## src/rtl/adc_pkg.sv

```systemverilog
`default_nettype none

package adc_pkg;

	////////////////////////////////////////
	// Lane and sample geometry
	////////////////////////////////////////

	localparam int N_LANES     = 5;  // D0[0], D0[1], D1[0], D1[1], FR
	localparam int LANE_BITS   = 8;  // Bits per deserialized lane word
	localparam int SAMPLE_BITS = 16; // One ADC conversion

	////////////////////////////////////////
	// SPI transfer
	////////////////////////////////////////

	// Write flag is 0 for a register write
	typedef struct packed {
		logic       rw;   // 0 write, 1 read
		logic [6:0] addr; // ADC register address
		logic [7:0] data; // Register contents
	} spi_word_t;

	localparam logic [7:0] CMD_SET_REG = 8'h31; // Host address high byte for reg write

	// Power-up configuration words
	localparam spi_word_t INIT_RESET_WORD  = 16'h0080; // Reg 0, software reset
	localparam spi_word_t INIT_FORMAT_WORD = 16'h0120; // Reg 1, two's complement
	localparam spi_word_t INIT_LANES_WORD  = 16'h0200; // Reg 2, two-lane output

	// Frame lane training pattern after 1:8 deserialization
	localparam logic [LANE_BITS-1:0] FRAME_PATTERN = 8'b10000111;

	////////////////////////////////////////
	// State encodings
	////////////////////////////////////////

	typedef enum logic [2:0] {
		WAIT_POWERUP, INIT_LOAD, INIT_SEND, IDLE, SET_LOAD, SET_SEND
	} cmd_state_t;

	typedef enum logic [1:0] {SPI_IDLE, SPI_SHIFT, SPI_FINISH} spi_state_t;

	typedef enum logic {CHECK, SLIP} align_state_t;

endpackage

`default_nettype wire

```

## src/rtl/spi_master.sv

```systemverilog
`timescale 1ns/10ps
`default_nettype none

module spi_master #(
	parameter int SPI_CLK_DIV = 4 // clk_in cycles per SCK half period
) (
	input  logic               clk_in,
	input  logic               rst_in,
	input  logic               spi_start,
	input  adc_pkg::spi_word_t spi_word,
	output logic               spi_ready,
	output logic               spi_scs,
	output logic               spi_sck,
	output logic               spi_sdo
);
	import adc_pkg::*;

	localparam int WORD_BITS = $bits(spi_word_t);
	localparam int BIT_W     = $clog2(WORD_BITS);
	localparam int DIV_W     = $clog2(SPI_CLK_DIV + 1);
	localparam logic [DIV_W-1:0] DIV_LAST = DIV_W'(SPI_CLK_DIV - 1);
	localparam logic [BIT_W-1:0] BIT_LAST = BIT_W'(WORD_BITS - 1);

	spi_state_t           state;
	logic [DIV_W-1:0]     div_cnt;   // Half period divider
	logic [BIT_W-1:0]     bit_cnt;   // Bits already shifted out
	logic [WORD_BITS-1:0] shift_reg; // MSB drives SDO

	// Empties to zero after the last bit so SDO idles low
	assign spi_sdo = shift_reg[WORD_BITS-1];

	always_ff @(posedge clk_in or posedge rst_in) begin
		if (rst_in) begin
			state     <= SPI_IDLE;
			div_cnt   <= '0;
			bit_cnt   <= '0;
			shift_reg <= '0;
			spi_ready <= 1'b1;
			spi_scs   <= 1'b1;
			spi_sck   <= 1'b0;
		end else begin
			case (state)
				SPI_IDLE: begin
					if (spi_start) begin
						shift_reg <= spi_word; // First bit valid as CS falls
						div_cnt   <= '0;
						bit_cnt   <= '0;
						spi_ready <= 1'b0;
						spi_scs   <= 1'b0;
						state     <= SPI_SHIFT;
					end
				end

				SPI_SHIFT: begin
					if (div_cnt == DIV_LAST) begin
						div_cnt <= '0;
						spi_sck <= ~spi_sck;
						// Falling SCK, move to next bit
						if (spi_sck) begin
							shift_reg <= {shift_reg[WORD_BITS-2:0], 1'b0};
							bit_cnt   <= bit_cnt + 1'b1;
							if (bit_cnt == BIT_LAST)
								state <= SPI_FINISH; // 32 half periods done
						end
					end else begin
						div_cnt <= div_cnt + 1'b1;
					end
				end

				SPI_FINISH: begin
					spi_scs   <= 1'b1; // Release CS
					spi_ready <= 1'b1;
					state     <= SPI_IDLE;
				end

				default: state <= SPI_IDLE;
			endcase
		end
	end

	////////////////////////////////////////
	// Handshake with the command controller
	////////////////////////////////////////

	a_start_when_ready: assert property (@(posedge clk_in) disable iff (rst_in)
		spi_start |-> spi_ready)
		else $error("SPI start while transfer in progress");

endmodule

`default_nettype wire

```

## src/rtl/adc_cmd_ctrl.sv

```systemverilog
`timescale 1ns/10ps
`default_nettype none

module adc_cmd_ctrl #(
	parameter int POWERUP_WAIT = 256 // Cycles before the first SPI write
) (
	input  logic               clk_in,
	input  logic               rst_in,
	input  logic               cmd_trig,
	input  logic [15:0]        cmd_addr,
	input  logic [15:0]        cmd_data,
	output logic               cmd_ready,
	output logic               spi_start,
	output adc_pkg::spi_word_t spi_word,
	input  logic               spi_ready
);
	import adc_pkg::*;

	localparam int WAIT_W = $clog2(POWERUP_WAIT + 1);
	localparam logic [WAIT_W-1:0] WAIT_LAST = WAIT_W'(POWERUP_WAIT - 1);

	cmd_state_t        state;
	logic [WAIT_W-1:0] wait_cnt;   // Power-up countdown
	logic [1:0]        init_idx;   // Which init word is in flight
	logic              cmd_accept; // Host write seen in IDLE
	logic              spi_done;   // Engine back to idle after our start

	// Fixed power-up sequence
	function automatic spi_word_t init_word(input logic [1:0] idx);
		case (idx)
			2'd0:    init_word = INIT_RESET_WORD;
			2'd1:    init_word = INIT_FORMAT_WORD;
			default: init_word = INIT_LANES_WORD;
		endcase
	endfunction

	assign cmd_ready  = (state == IDLE);
	assign cmd_accept = cmd_ready && cmd_trig && (cmd_addr[15:8] == CMD_SET_REG);
	// Ready is still high in the cycle spi_start is out, so mask it
	assign spi_done   = spi_ready && !spi_start;

	always_ff @(posedge clk_in or posedge rst_in) begin
		if (rst_in) begin
			state     <= WAIT_POWERUP;
			wait_cnt  <= WAIT_LAST;
			init_idx  <= '0;
			spi_start <= 1'b0;
		end else begin
			spi_start <= 1'b0; // Single cycle pulse by default
			case (state)
				WAIT_POWERUP: begin
					if (wait_cnt == '0)
						state <= INIT_LOAD;
					else
						wait_cnt <= wait_cnt - 1'b1;
				end

				INIT_LOAD: begin
					if (spi_ready) begin
						spi_start <= 1'b1;
						state     <= INIT_SEND;
					end
				end

				INIT_SEND: begin
					if (spi_done) begin
						if (init_idx == 2'd2) begin
							state <= IDLE; // Init complete, open to host
						end else begin
							init_idx <= init_idx + 2'd1;
							state    <= INIT_LOAD;
						end
					end
				end

				IDLE: begin
					if (cmd_accept)
						state <= SET_LOAD; // Other address bytes fall through
				end

				SET_LOAD: begin
					if (spi_ready) begin
						spi_start <= 1'b1;
						state     <= SET_SEND;
					end
				end

				SET_SEND: begin
					if (spi_done)
						state <= IDLE;
				end

				default: state <= IDLE;
			endcase
		end
	end

	// Outgoing SPI word, held steady across the transfer
	always_ff @(posedge clk_in) begin
		if (state == INIT_LOAD)
			spi_word <= init_word(init_idx);
		else if (cmd_accept)
			spi_word <= '{rw: 1'b0, addr: cmd_addr[6:0], data: cmd_data[7:0]};
	end

	// spi_done relies on the engine dropping ready right after the pulse
	a_start_pulse: assert property (@(posedge clk_in) disable iff (rst_in)
		spi_start |=> !spi_start && !spi_ready)
		else $error("spi_start held for more than one cycle or not taken by SPI engine");

endmodule

`default_nettype wire

```

## src/rtl/lane_capture.sv

```systemverilog
`timescale 1ns/10ps
`default_nettype none

module lane_capture (
	input  logic                                  clk_in,
	input  logic                                  rst_in,
	input  logic [adc_pkg::N_LANES-1:0]           lane_sdata,
	input  logic                                  bit_slip,
	output logic                                  word_valid,
	output logic [adc_pkg::LANE_BITS-1:0]         frame_word,
	output logic signed [adc_pkg::SAMPLE_BITS-1:0] adc_sample0,
	output logic signed [adc_pkg::SAMPLE_BITS-1:0] adc_sample1,
	output logic [adc_pkg::LANE_BITS-1:0]         frame_out,
	output logic                                  adc_valid
);
	import adc_pkg::*;

	localparam int FR_LANE = N_LANES - 1; // Frame lane is last
	localparam int CNT_W   = $clog2(LANE_BITS);
	localparam logic [CNT_W-1:0] CNT_LAST = CNT_W'(LANE_BITS - 1);

	logic [LANE_BITS-1:0] lane_sr [N_LANES]; // One shift register per lane
	logic [CNT_W-1:0]     bit_cnt;           // Position inside the word

	// Two lanes of one channel into a sample, lane a on odd bits
	function automatic logic [SAMPLE_BITS-1:0] interleave(
		input logic [LANE_BITS-1:0] lane_a,
		input logic [LANE_BITS-1:0] lane_b
	);
		logic [SAMPLE_BITS-1:0] s;
		s = '0;
		for (int k = 0; k < LANE_BITS; k++) begin
			s[SAMPLE_BITS-1-2*k] = lane_a[k];
			s[SAMPLE_BITS-2-2*k] = lane_b[k];
		end
		return s;
	endfunction

	////////////////////////////////////////
	// Serial to parallel
	////////////////////////////////////////

	// First bit of a word ends up in the MSB
	always_ff @(posedge clk_in) begin
		for (int i = 0; i < N_LANES; i++)
			lane_sr[i] <= {lane_sr[i][LANE_BITS-2:0], lane_sdata[i]};
	end

	assign frame_word = lane_sr[FR_LANE];

	// Slip holds the counter one cycle, boundary moves one bit
	always_ff @(posedge clk_in or posedge rst_in) begin
		if (rst_in) begin
			bit_cnt    <= '0;
			word_valid <= 1'b0;
		end else begin
			if (!bit_slip)
				bit_cnt <= bit_cnt + 1'b1; // Wraps after the eighth bit
			word_valid <= (bit_cnt == CNT_LAST) && !bit_slip;
		end
	end

	////////////////////////////////////////
	// Sample reassembly
	////////////////////////////////////////

	always_ff @(posedge clk_in or posedge rst_in) begin
		if (rst_in)
			adc_valid <= 1'b0;
		else
			adc_valid <= word_valid;
	end

	always_ff @(posedge clk_in) begin
		if (word_valid) begin
			adc_sample0 <= interleave(lane_sr[0], lane_sr[1]); // Channel 0
			adc_sample1 <= interleave(lane_sr[2], lane_sr[3]); // Channel 1
			frame_out   <= lane_sr[FR_LANE];
		end
	end

endmodule

`default_nettype wire

```

## src/rtl/frame_aligner.sv

```systemverilog
`timescale 1ns/10ps
`default_nettype none

module frame_aligner #(
	parameter int SLIP_SETTLE = 3 // Frame words to let pass after a slip
) (
	input  logic                          clk_in,
	input  logic                          rst_in,
	input  logic                          word_valid,
	input  logic [adc_pkg::LANE_BITS-1:0] frame_word,
	output logic                          bit_slip,
	output logic                          frame_locked
);
	import adc_pkg::*;

	localparam int CNT_W = $clog2(SLIP_SETTLE + 2);
	localparam logic [CNT_W-1:0] SETTLE_LAST = CNT_W'(SLIP_SETTLE);

	align_state_t     state;
	logic [CNT_W-1:0] settle_cnt; // Mismatched words since last slip

	assign bit_slip = (state == SLIP); // SLIP lasts exactly one cycle

	always_ff @(posedge clk_in or posedge rst_in) begin
		if (rst_in) begin
			state        <= CHECK;
			settle_cnt   <= '0;
			frame_locked <= 1'b0;
		end else begin
			case (state)
				CHECK: begin
					if (word_valid) begin
						if (frame_word == FRAME_PATTERN) begin
							frame_locked <= 1'b1; // Boundary found
							settle_cnt   <= '0;
						end else begin
							frame_locked <= 1'b0;
							// Give the previous slip time to take effect
							if (settle_cnt == SETTLE_LAST)
								state <= SLIP;
							else
								settle_cnt <= settle_cnt + 1'b1;
						end
					end
				end

				SLIP: begin
					settle_cnt <= '0;
					state      <= CHECK;
				end

				default: state <= CHECK;
			endcase
		end
	end

	// A frame word arriving during SLIP would go unchecked
	a_slip_pulse: assert property (@(posedge clk_in) disable iff (rst_in)
		bit_slip |=> !bit_slip && !$past(word_valid))
		else $error("bit_slip longer than one cycle or frame word lost in slip");

endmodule

`default_nettype wire

```

## src/rtl/ltc2195_top.sv

```systemverilog
`timescale 1ns/10ps
`default_nettype none

module ltc2195_top #(
	parameter int SPI_CLK_DIV  = 4,   // SCK half period in clk_in cycles
	parameter int POWERUP_WAIT = 256, // Delay before ADC configuration
	parameter int SLIP_SETTLE  = 3    // Words between bit slips
) (
	input  logic                                   clk_in,
	input  logic                                   rst_in,
	input  logic                                   cmd_trig,
	input  logic [15:0]                            cmd_addr,
	input  logic [15:0]                            cmd_data,
	output logic                                   cmd_ready,
	output logic                                   spi_scs,
	output logic                                   spi_sck,
	output logic                                   spi_sdo,
	input  logic [adc_pkg::N_LANES-1:0]            lane_sdata,
	output logic signed [adc_pkg::SAMPLE_BITS-1:0] adc_sample0,
	output logic signed [adc_pkg::SAMPLE_BITS-1:0] adc_sample1,
	output logic [adc_pkg::LANE_BITS-1:0]          frame_out,
	output logic                                   adc_valid,
	output logic                                   frame_locked
);
	import adc_pkg::*;

	////////////////////////////////////////
	// Configuration path
	////////////////////////////////////////

	logic      spi_start;
	spi_word_t spi_word;
	logic      spi_ready;

	adc_cmd_ctrl #(.POWERUP_WAIT(POWERUP_WAIT)) adc_cmd_ctrl_inst (
		.clk_in, .rst_in, .cmd_trig, .cmd_addr, .cmd_data, .cmd_ready,
		.spi_start, .spi_word, .spi_ready
	);

	spi_master #(.SPI_CLK_DIV(SPI_CLK_DIV)) spi_master_inst (
		.clk_in, .rst_in, .spi_start, .spi_word, .spi_ready,
		.spi_scs, .spi_sck, .spi_sdo
	);

	////////////////////////////////////////
	// Data path
	////////////////////////////////////////

	logic                 word_valid;
	logic [LANE_BITS-1:0] frame_word;
	logic                 bit_slip;

	lane_capture lane_capture_inst (
		.clk_in, .rst_in, .lane_sdata, .bit_slip, .word_valid, .frame_word,
		.adc_sample0, .adc_sample1, .frame_out, .adc_valid
	);

	frame_aligner #(.SLIP_SETTLE(SLIP_SETTLE)) frame_aligner_inst (
		.clk_in, .rst_in, .word_valid, .frame_word, .bit_slip, .frame_locked
	);

endmodule

`default_nettype wire

```

## config.mk

```make
export PLATFORM = sky130hd
export DESIGN_NAME = ltc2195_top
export DESIGN_NICKNAME = d
export VERILOG_FILES = /design/src/rtl/adc_pkg.sv /design/src/rtl/spi_master.sv /design/src/rtl/adc_cmd_ctrl.sv /design/src/rtl/lane_capture.sv /design/src/rtl/frame_aligner.sv /design/src/rtl/ltc2195_top.sv
export SDC_FILE = /design/constraint.sdc
export NUM_CORES = 1
export LEC_CHECK = 0
export ABC_AREA = 1
export BUFFER_PORTS_ARGS = -buffer_cell sky130_fd_sc_hd__buf_2
export CELL_PAD_IN_SITES_DETAIL_PLACEMENT = 0
export CELL_PAD_IN_SITES_GLOBAL_PLACEMENT = 2
export CORE_ASPECT_RATIO = 1.25
export CORE_MARGIN = 8
export CORE_UTILIZATION = 35
export DETAILED_ROUTE_END_ITERATION = 6
export PLACE_DENSITY = 0.78
export SLEW_MARGIN = 15
export SYNTH_ARGS = -nofsm -noshare
export SYNTH_HDL_FRONTEND = slang
export SYNTH_SLANG_ARGS = --single-unit
```

## constraint.sdc

```tcl
create_clock -name clk_in -period 2.1 [get_ports clk_in]
set_input_delay 0.42 -clock clk_in [delete_from_list [all_inputs] [get_ports clk_in]]
set_output_delay 0.42 -clock clk_in [all_outputs]
set_load 0.02 [all_outputs]
```

==> run metrics, run 1 <==
run status complete, no violations; total power 6.783 mW; DP HPWL 6374 µm; CTS tree built; Slew HR 0.6757; worst endpoint data arrival time 2.16 ns; worst hold-check path type in2async; critical path endpoint category flip-flop; Synth area leaders edfxtp_1, dfrtp_1, dfxtp_1; RSZ-0062 raised after global routing no; Die ar. 0.01981 mm²; final worst path period need 1.851 ns; initial antenna violation count 0; Yosys top cell area share 0.3036; R2R cell count 9; Syn Nets 498; Placer Congestion 0.7151; design area 0.006631 mm²; count of pins over their slew limit 0; Final Hold Vio Count 0; CTS buffer count 17; Post-Syn Area 0.005440 mm²; diode count 0; Synth Flop Type edfxtp_1; first-pass GRT wire length 15930 µm; # Max-Cap Violations 0; TritonRoute pass-1 iters 4; Post-synth EDFFs 55; htree depth 4; Worst Tran Pin Value 0.4864 ns; VDD IR max 552.6 µV; postcts setup bufs 0; drt initial violations 182; Peak Freq 540.4 MHz; via count 3309; synthesized flop and latch total 147; hold slack 0.02980 ns; static leakage power 2.960 nW; period utilisation layout 0.8812; Max clock buf depth 2; Critical Path Fanout Max 14; Clk Latency, worst-skew pair 0.42 ns; setup TNS 0 ns; CTS Hold Buffers Added 0; max reg flops 40; DRC errors left 0; critical path launch point type flip-flop; placed insts 731; CP most frequent cell nand2_1; Vias per Instance 4.337; ANT nets after route 0; Die W 127.5 µm; total track usage 0.1017; Initial Util 0.3538; Area growth, synth to finish 21.90%; Synth warnings 0; Crit-path slowest cell dfstp_2; Routed WL 9316 µm; # setup viols final 0; max incr delay on CP 0.36 ns; synthesized area per cell 12.14 µm²; placed cell areas 0.006047 mm²; largest area contributor in the netlist edfxtp_1; CTS root buf clkbuf_16; Post-Syn Instances 448; io pins 86; Top reg by flops lane_capture_inst.lane_sr; Clock Pin Slew Worst Setup and Hold Paths 0.07 ns; Synth async-reset ratio 0.3537; clk sinks 147; gr ovfl total 0; clk_skew 0.006341 ns; largest net degree at the start of global routing 53; crit-path cells inv_1 -> ha_1 -> inv_2 -> nor2_2 -> nand3_1 -> nand2_1 -> nand3_1 -> nand2_1 -> nand2_1; total core area 0.01538 mm²; post_cts resized 0; pwr dens 1023 mW/mm²; Die Ht 155.4 µm; Worst EP required 2.41 ns; vias in the first global route 3458; row cnt 51; Yosys cell types 44; Layout Cells excl Fill 763; fillers 1446; share of layout cells above drive strength 1 0.3303; Crit Path Class reg2reg; post-DR wirelength/cell 12.21 µm; NumNets Final 588; Seq/Total Area, Yosys 0.6920; PortBufs 76
critical path, delay by kind of cell (launching register included):
family | cells | cell delay, ns
flops | 1 | 0.36
buf+inv | 2 | 0.16
simple gates | 6 | 0.98
fa+ha+maj | 1 | 0.22
cells in the final DEF, fill, tap and decap left out, types with 2 or more instances in the layout:
master,instances
inv_2,18
inv_1,44
buf_2,76
edfxtp_1,55
dfxtp_1,40
clkinv_4,3
clkbuf_16,17
a31oi_1,2
a21oi_1,4
inv_8,5
o21ai_2,16
o21ai_1,7
dfstp_2,9
xnor2_1,2
o31ai_1,3
nor2_1,27
nand2_1,95
dfrtp_1,43
clkinv_8,2
o211ai_2,14
o21ai_0,3
nand3_1,16
nand4_1,2
inv_6,6
buf_4,4
ha_1,10
nor3_1,4
nor2_2,2
xor2_1,5
per-layer routing:
| metal | global-route usage | share of wire | up-vias |
|---|---|---|---|
| li1 | - | - | 1650 |
| met1 | 0.1144 | 0.46 | 1553 |
| met2 | 0.1614 | 0.46 | 92 |
| met3 | 0.03870 | 0.066 | 14 |
| met4 | 0.06076 | 0.023 | 0 |
| met5 | 0 | 0 | - |
logic make-up (layout without fill, tap and decap cells):
| kind of cell | Yosys count | count (layout) | share of synthesized area |
|---|---|---|---|
| simple gates | 155 | 155 | 0.1265 |
| fa+ha+maj | 10 | 10 | 0.02300 |
| flops | 147 | 147 | 0.6920 |
| xor+xnor | 7 | 7 | 0.01127 |
| buf+inv | 75 | 178 | 0.06256 |
| compound gates | 54 | 54 | 0.08464 |
report_power, final:
| part | switching (mW) | internal, mW |
|---|---|---|
| clock | 1.32 | 1.59 |
| sequential | 0.0779 | 3.23 |
| combinational | 0.384 | 0.177 |
synthesized netlist by cell type, types with 4 or more instances:
cell type  count
dfxtp_1       40
nand3_1       16
dfrtp_1       43
dfstp_2        9
a21oi_1        4
nand2_1       95
inv_2         17
nor3_1         4
o21ai_2       16
o211ai_2      14
nor2_1        27
ha_1          10
edfxtp_1      55
o21ai_1        7
inv_1         45
xor2_1         5
layout make-up:
class / instances / area, µm² / area share
Clock buffer: 17 / 425.4 / 0.06415
Inverter: 65 / 251.5 / 0.03792
Multi-Input combinational cell: 226 / 1335 / 0.2013
Clock inverter: 15 / 158.9 / 0.02396
Timing Repair Buffer: 81 / 430.4 / 0.06491
Sequential cell: 147 / 3765 / 0.5677
Tap cell: 212 / 265.3 / 0.04000
stage by stage:
step                utilization  setup WS [ns]
floorplan                     -         0.2648
global placement         0.3932         0.3210
detailed placement       0.3932         0.2751
CTS                      0.4312         0.2545
global route             0.4312        0.07859
finish                   0.4312         0.2494
path summary, 6_finish.rpt:
path / slack (ns) / end / from
max in group asynchronous: 1.76 / adc_cmd_ctrl_inst.wait_cnt[7]$_DFFE_PP1P_ / rst_in
max: 0.25 / adc_cmd_ctrl_inst.state[2]$_DFFE_PP0P_ / adc_cmd_ctrl_inst.wait_cnt[0]$_DFFE_PP1P_
max reg2reg: 0.25 / adc_cmd_ctrl_inst.state[2]$_DFFE_PP0P_ / adc_cmd_ctrl_inst.wait_cnt[0]$_DFFE_PP1P_
min reg2reg: 0.35 / lane_capture_inst.lane_sr[1][5]$_DFF_P_ / lane_capture_inst.lane_sr[1][4]$_DFF_P_
min: 0.03 / frame_aligner_inst.frame_locked$_DFFE_PP0P_ / rst_in
min in group clk_in: 0.10 / lane_capture_inst.lane_sr[2][0]$_DFF_P_ / lane_sdata[2]
(Power assumes the default switching activity.)
==> inputs of run 2 (changes only) <==
Settings changed: CORE_UTILIZATION 35 to 37, PLACE_DENSITY 0.78 to 0.82.
==> run 2 against run 1 <==
- total power decreased by 0.60%
- clock skew increased by 0.0032 ns
- sequential share of layout area increased by 0.46 points
- maximum frequency increased by 2.7%
- flip-flop and latch count unchanged
- hold slack got worse by 0.0015 ns
- combinational power decreased by 0.9%
- register-to-register slack improved by 0.05 ns
==> run metrics, run 2 (same netlist as run 1, synthesis figures left out) <==
setup TNS 0 ns (unchanged); Crit-path slowest cell dfstp_2; Die ar. 0.01886 mm² (-4.8%); Top reg by flops lane_capture_inst.lane_sr; commonest non-fill, non-tap cell in the layout nand2_1; CTS root buf clkbuf_16; # Max-Cap Violations 0 (unchanged); initial antenna violation count 0 (unchanged); placed insts 697 (-4.7%); clk sinks 147 (unchanged); Die W 124.5 µm (-2.4%); reg2reg start adc_cmd_ctrl_inst.wait_cnt[0]$_DFFE_PP1P_; post-DR wirelength/cell 12.30 µm (+0.78%); io pins 86 (unchanged); VDD IR max 778.0 µV (+41%); vias in the first global route 3325 (-3.8%); period utilisation layout 0.8578 (-0.02343); Die Ht 151.6 µm (-2.5%); Initial Util 0.3776 (+0.02384); Crit Path Class reg2reg; row cnt 49 (-3.9%); worst reg-to-reg setup slack 0.30 ns (+0.05 ns); DP HPWL 6342 µm (-0.50%); critical path launch point type flip-flop; # setup viols final 0 (unchanged); Vias per Instance 4.462 (+2.9%); gr ovfl total 0 (unchanged); final worst path period need 1.801 ns (-0.04919 ns); Slew HR 0.6602 (-0.01550); total power 6.743 mW (-0.60%); Layout Cells excl Fill 729 (-4.5%); CP startpoint adc_cmd_ctrl_inst.wait_cnt[0]$_DFFE_PP1P_; max incr delay on CP 0.36 ns (about the same); DRC errors left 0 (unchanged); first-pass GRT wire length 15860 µm (-0.48%); Routed WL 8970 µm (-3.7%); crit-path cells inv_1 -> ha_1 -> inv_2 -> nor2_2 -> nand3_1 -> nand2_1 -> nand3_1 -> nand2_1 -> nand2_1; total core area 0.01441 mm² (-6.3%); via count 3253 (-1.7%); commonest cells after routing, fill and taps aside nand2_1, buf_2, edfxtp_1, inv_1, dfrtp_1; Area growth, synth to finish 20.91%; hold slack 0.02834 ns (-0.001464 ns); Critical Path Fanout Max 14 (unchanged); R2R cell count 9 (unchanged); Worst EP required 2.40 ns (about the same); CTS buffer count 17 (unchanged); Clock Pin Slew Worst Setup and Hold Paths 0.06 ns (about the same); fillers 1320 (-8.7%); run status complete, no violations; worst reg2reg endpoint adc_cmd_ctrl_inst.state[2]$_DFFE_PP0P_; count of pins over their slew limit 0 (unchanged); clk_skew 0.009523 ns (+0.003183 ns); Placer Congestion 0.7380 (+3.2%); postcts setup bufs 0 (unchanged); Worst Tran Pin Value 0.5097 ns (+0.02325 ns); static leakage power 2.950 nW (-0.33%); register area 0.003765 mm² (unchanged); Setup crit end adc_cmd_ctrl_inst.state[2]$_DFFE_PP0P_; htree depth 4 (unchanged); post_cts resized 0 (unchanged); diode count 0 (unchanged); PortBufs 76 (unchanged); multi-input logic area 0.001335 mm² (unchanged); CTS tree built; Clk Latency, worst-skew pair 0.41 ns (about the same); total track usage 0.1020 (+0.0002992); ANT nets after route 0 (unchanged); CTS Hold Buffers Added 0 (unchanged); Max clock buf depth 2 (unchanged); Peak Freq 555.1 MHz (+2.7%); TritonRoute pass-1 iters 4 (unchanged); Final Core Density 0.4565 (+0.02533); pwr dens 1025 mW/mm² (+0.22%); share of layout cells above drive strength 1 0.3303 (unchanged); RSZ-0062 raised after global routing no; max reg flops 40 (unchanged); largest net degree at the start of global routing 42 (-21%); Final Hold Vio Count 0 (unchanged); drt initial violations 256 (+41%); CP most frequent cell nand2_1; NumNets Final 588 (unchanged); critical path endpoint category flip-flop; worst endpoint data arrival time 2.10 ns (-0.06 ns); worst hold-check path type in2async
-- run 2: worst min path at each step --
stage	endpoint	slack, ns
final	frame_aligner_inst.settle_cnt[1]$_DFFE_PP0P_	0.03
after global routing	frame_aligner_inst.settle_cnt[1]$_DFFE_PP0P_	0.05
after CTS	frame_aligner_inst.settle_cnt[1]$_DFFE_PP0P_	0.03
after detailed placement	lane_capture_inst.lane_sr[0][6]$_DFF_P_	0.33
after global placement	lane_capture_inst.lane_sr[0][7]$_DFF_P_	0.33
after floorplan	lane_capture_inst.lane_sr[0][1]$_DFF_P_	0.33
-- run 2: per-layer routing --
metal  global-route usage  vias to the layer above  wire, µm
li1                     -                     1657         -
met1               0.1197                     1512      4130
met2               0.1643                       79      4272
met3              0.03864                        5       489
met4              0.04587                        0        77
met5                    0                        -         0
-- run 2: cell type report --
type | count | area share
Clock inverter | 15 | 0.02245
Inverter | 65 | 0.03823
Clock buffer | 17 | 0.06468
Timing Repair Buffer | 81 | 0.06544
Multi-Input combinational cell | 226 | 0.2030
Tap cell | 178 | 0.03386
Sequential cell | 147 | 0.5724
-- run 2: worst max-delay path: cells and delay by family (launching register included) --
family / cells / cell delay [ns]
simple gates: 6 / 0.94
flops: 1 / 0.36
fa+ha+maj: 1 / 0.22
buf+inv: 2 / 0.16
-- run 2: through the flow --
| step | setup slack, ns | cell area, µm² |
|---|---|---|
| after floorplan | 0.2648 | 5440 |
| after global placement | 0.3444 | 6005 |
| after detailed placement | 0.3096 | 6005 |
| after CTS | 0.2929 | 6578 |
| after global routing | 0.08056 | 6578 |
| final | 0.2986 | 6578 |
-- run 2: where the power goes --
group / switching (mW) / internal [mW] / total (mW)
Clock: 1.21 / 1.66 / 2.87
Sequential: 0.0811 / 3.23 / 3.31
Combinational: 0.381 / 0.175 / 0.556
Total: 1.67 / 5.07 / 6.74
==> inputs of run 3 (changes only) <==
Settings changed: PLACE_DENSITY 0.82 to not set, PLACE_DENSITY_LB_ADDON set to 0.1.
==> run 3 against run 2 <==
- register-to-register slack barely moved
- sequential share of layout area is 0.42 points lower
- total power increased by 3.1%
- critical path depth unchanged
- routed wire length up 5.2%
- clock skew is 0.00099 ns lower
==> run metrics, run 3 (same netlist as run 1, synthesis figures left out) <==
post_cts resized 0 (unchanged); CTS buffer count 17 (unchanged); run status complete, no violations; WP buf/inv 3 (+1); Slew HR 0.6544 (-0.005786); PortBufs 76 (unchanged); max incr delay on CP 0.36 ns (about the same); critical path endpoint category flip-flop; diode count 0 (unchanged); cell family with most CP delay simple AND/OR/NAND/NOR gates; VDD IR max 775.5 µV (-0.32%); Clock power frac 0.444 (+0.018); worst reg-to-reg setup slack 0.29 ns (about the same); reg2reg start adc_cmd_ctrl_inst.wait_cnt[0]$_DFFE_PP1P_; Die ar. 0.01886 mm² (unchanged); Clock Pin Slew Worst Setup and Hold Paths 0.06 ns (about the same); initial antenna violation count 0 (unchanged); Logic pwr share 0.081 (-0.002); total core area 0.01441 mm² (unchanged); first-pass GRT wire length 15950 µm (+0.56%); critical path launch point type flip-flop; count of pins over their slew limit 0 (unchanged); # Max-Cap Violations 0 (unchanged); placed cell areas 0.006017 mm² (+0.21%); share of layout cells above drive strength 1 0.3303 (unchanged); vias in the first global route 3320 (-0.15%); # setup viols final 0 (unchanged); NumNets Final 588 (unchanged); final worst path period need 1.810 ns (+0.008766 ns); worst endpoint data arrival time 2.15 ns (+0.05 ns); P_int 5.218 mW (+2.9%); Area growth, synth to finish 21.80%; htree depth 4 (unchanged); commonest cells after routing, fill and taps aside nand2_1, buf_2, edfxtp_1, inv_1, dfrtp_1; static leakage power 2.978 nW (+0.95%); worst hold-check path type in2async; R2R cell count 9 (unchanged); Crit Path Class reg2reg; DRC errors left 0 (unchanged); TritonRoute pass-1 iters 4 (unchanged); Crit-path slowest cell dfstp_2; setup TNS 0 ns (unchanged); Vias per Instance 4.406 (-1.3%); gr ovfl total 0 (unchanged); Die Ht 151.6 µm (unchanged); clk sinks 147 (unchanged); CTS Hold Buffers Added 0 (unchanged); largest net degree at the start of global routing 53 (+26%); Seq pwr share 0.475 (-0.016); design area 0.006626 mm² (+0.74%); io pins 86 (unchanged); Place WS 0.2737 ns (-0.03593 ns); crit-path cells inv_1 -> ha_1 -> inv_2 -> nor2_2 -> nand3_1 -> nand2_1 -> inv_1 -> nand2_1 -> o21ai_1; Routed WL 9435 µm (+5.2%); RSZ-0062 raised after global routing no; total power 6.954 mW (+3.1%); max reg flops 40 (unchanged); GR Util met1 0.1220 (+0.002350); Die W 124.5 µm (unchanged); Worst Tran Pin Value 0.5184 ns (+0.008679 ns); worst reg2reg endpoint adc_cmd_ctrl_inst.wait_cnt[6]$_DFFE_PP1P_; Clk Latency, worst-skew pair 0.42 ns (about the same); DP HPWL 6494 µm (+2.4%); via count 3212 (-1.3%); post-DR wirelength/cell 12.94 µm (+5.2%); met2 Track Usage GR 0.1707 (+0.006433); CTS root buf clkbuf_16; total track usage 0.1069 (+0.004910); CTS tree built; Critical Path Fanout Max 14 (unchanged); Top reg by flops lane_capture_inst.lane_sr; commonest non-fill, non-tap cell in the layout nand2_1; PnR worst setup slack 0.2899 ns (-0.008766 ns); Max clock buf depth 2 (unchanged); period utilisation layout 0.8620 (+0.004174); Initial Util 0.3776 (unchanged); Worst EP required 2.44 ns (+0.04 ns); postcts setup bufs 0 (unchanged); clk_skew 0.008532 ns (-0.0009914 ns); switch share 0.2496 (+0.001610); Placer Congestion 0.7199 (-2.5%); row cnt 49 (unchanged); ANT nets after route 0 (unchanged); GR peak layer met2; Peak Freq 552.4 MHz (-0.48%); drt initial violations 206 (-20%); switching pwr 1.736 mW (+3.8%); pwr dens 1049 mW/mm² (+2.4%); global routing usage on met3 0.04525 (+0.006613); Final Hold Vio Count 0 (unchanged)
## run 3: changes by cell type in the layout (fill, tap and decap cells not counted), sizes merged
cell	change
clkinvlp	-1
inv	+3
bufinv	+1
clkinv	-3
## run 3: layout make-up
class                   count  area (µm²)
clock inverters            15       183.9
inverters                  65       251.5
clock buffers              17       425.4
well taps                 178       222.7
multi-input cells         226        1335
fillers                  1355        7781
flip-flops and latches    147        3765
repair buffers             81       442.9
## run 3: how the worst max path moves through the flow
| stage | to | cells past startpoint | start | slack (ns) |
|---|---|---|---|---|
| 6_report | adc_cmd_ctrl_inst.wait_cnt[6]$_DFFE_PP1P_ | 9 | adc_cmd_ctrl_inst.wait_cnt[0]$_DFFE_PP1P_ | 0.29 |
| 4_1_cts | adc_cmd_ctrl_inst.wait_cnt[6]$_DFFE_PP1P_ | 9 | adc_cmd_ctrl_inst.wait_cnt[0]$_DFFE_PP1P_ | 0.27 |
| 2_1_floorplan | frame_aligner_inst.settle_cnt[0]$_DFFE_PP0P_ | 6 | lane_capture_inst.word_valid$_DFF_PP0_ | 0.26 |
| 5_1_grt | adc_cmd_ctrl_inst.state[1]$_DFFE_PP0P_ | 9 | adc_cmd_ctrl_inst.wait_cnt[0]$_DFFE_PP1P_ | 0.09 |
| 3_5_place_dp | adc_cmd_ctrl_inst.wait_cnt[6]$_DFFE_PP1P_ | 8 | adc_cmd_ctrl_inst.wait_cnt[0]$_DFFE_PP1P_ | 0.27 |
| 3_3_place_gp | adc_cmd_ctrl_inst.state[2]$_DFFE_PP0P_ | 9 | adc_cmd_ctrl_inst.wait_cnt[0]$_DFFE_PP1P_ | 0.30 |
## run 3: per-layer routing
metal | wire length (µm) | part of all wire | vias to the layer above
li1 | - | - | 1658
met2 | 4484 | 0.48 | 65
met5 | 0 | 0 | -
met3 | 500 | 0.053 | 9
met1 | 4304 | 0.46 | 1480
met4 | 145 | 0.015 | 0
## run 3: power by group through the flow
stage	Clock (mW)	Combinational, mW	Sequential [mW]
after floorplan	0	0.163	3.56
after global placement	0	0.568	3.36
after detailed placement	0	0.583	3.37
after CTS	3.20	0.585	3.31
after global routing	3.31	0.646	3.33
final	3.08	0.562	3.31
## run 3: worst min-delay path: stages
cell	delay, ns
buf_2	0.10
inv_2	0.06
buf_12	0.27
## run 3: metrics by stage
| step | hold WS, ns | instances | utilization |
|---|---|---|---|
| floorplan | 0.3265 | 448 | - |
| global placement | 0.3287 | 697 | 0.4176 |
| detailed placement | 0.3328 | 697 | 0.4176 |
| CTS | 0.04121 | 729 | 0.4599 |
| global route | 0.05477 | 729 | 0.4599 |
| finish | 0.04361 | 729 | 0.4599 |
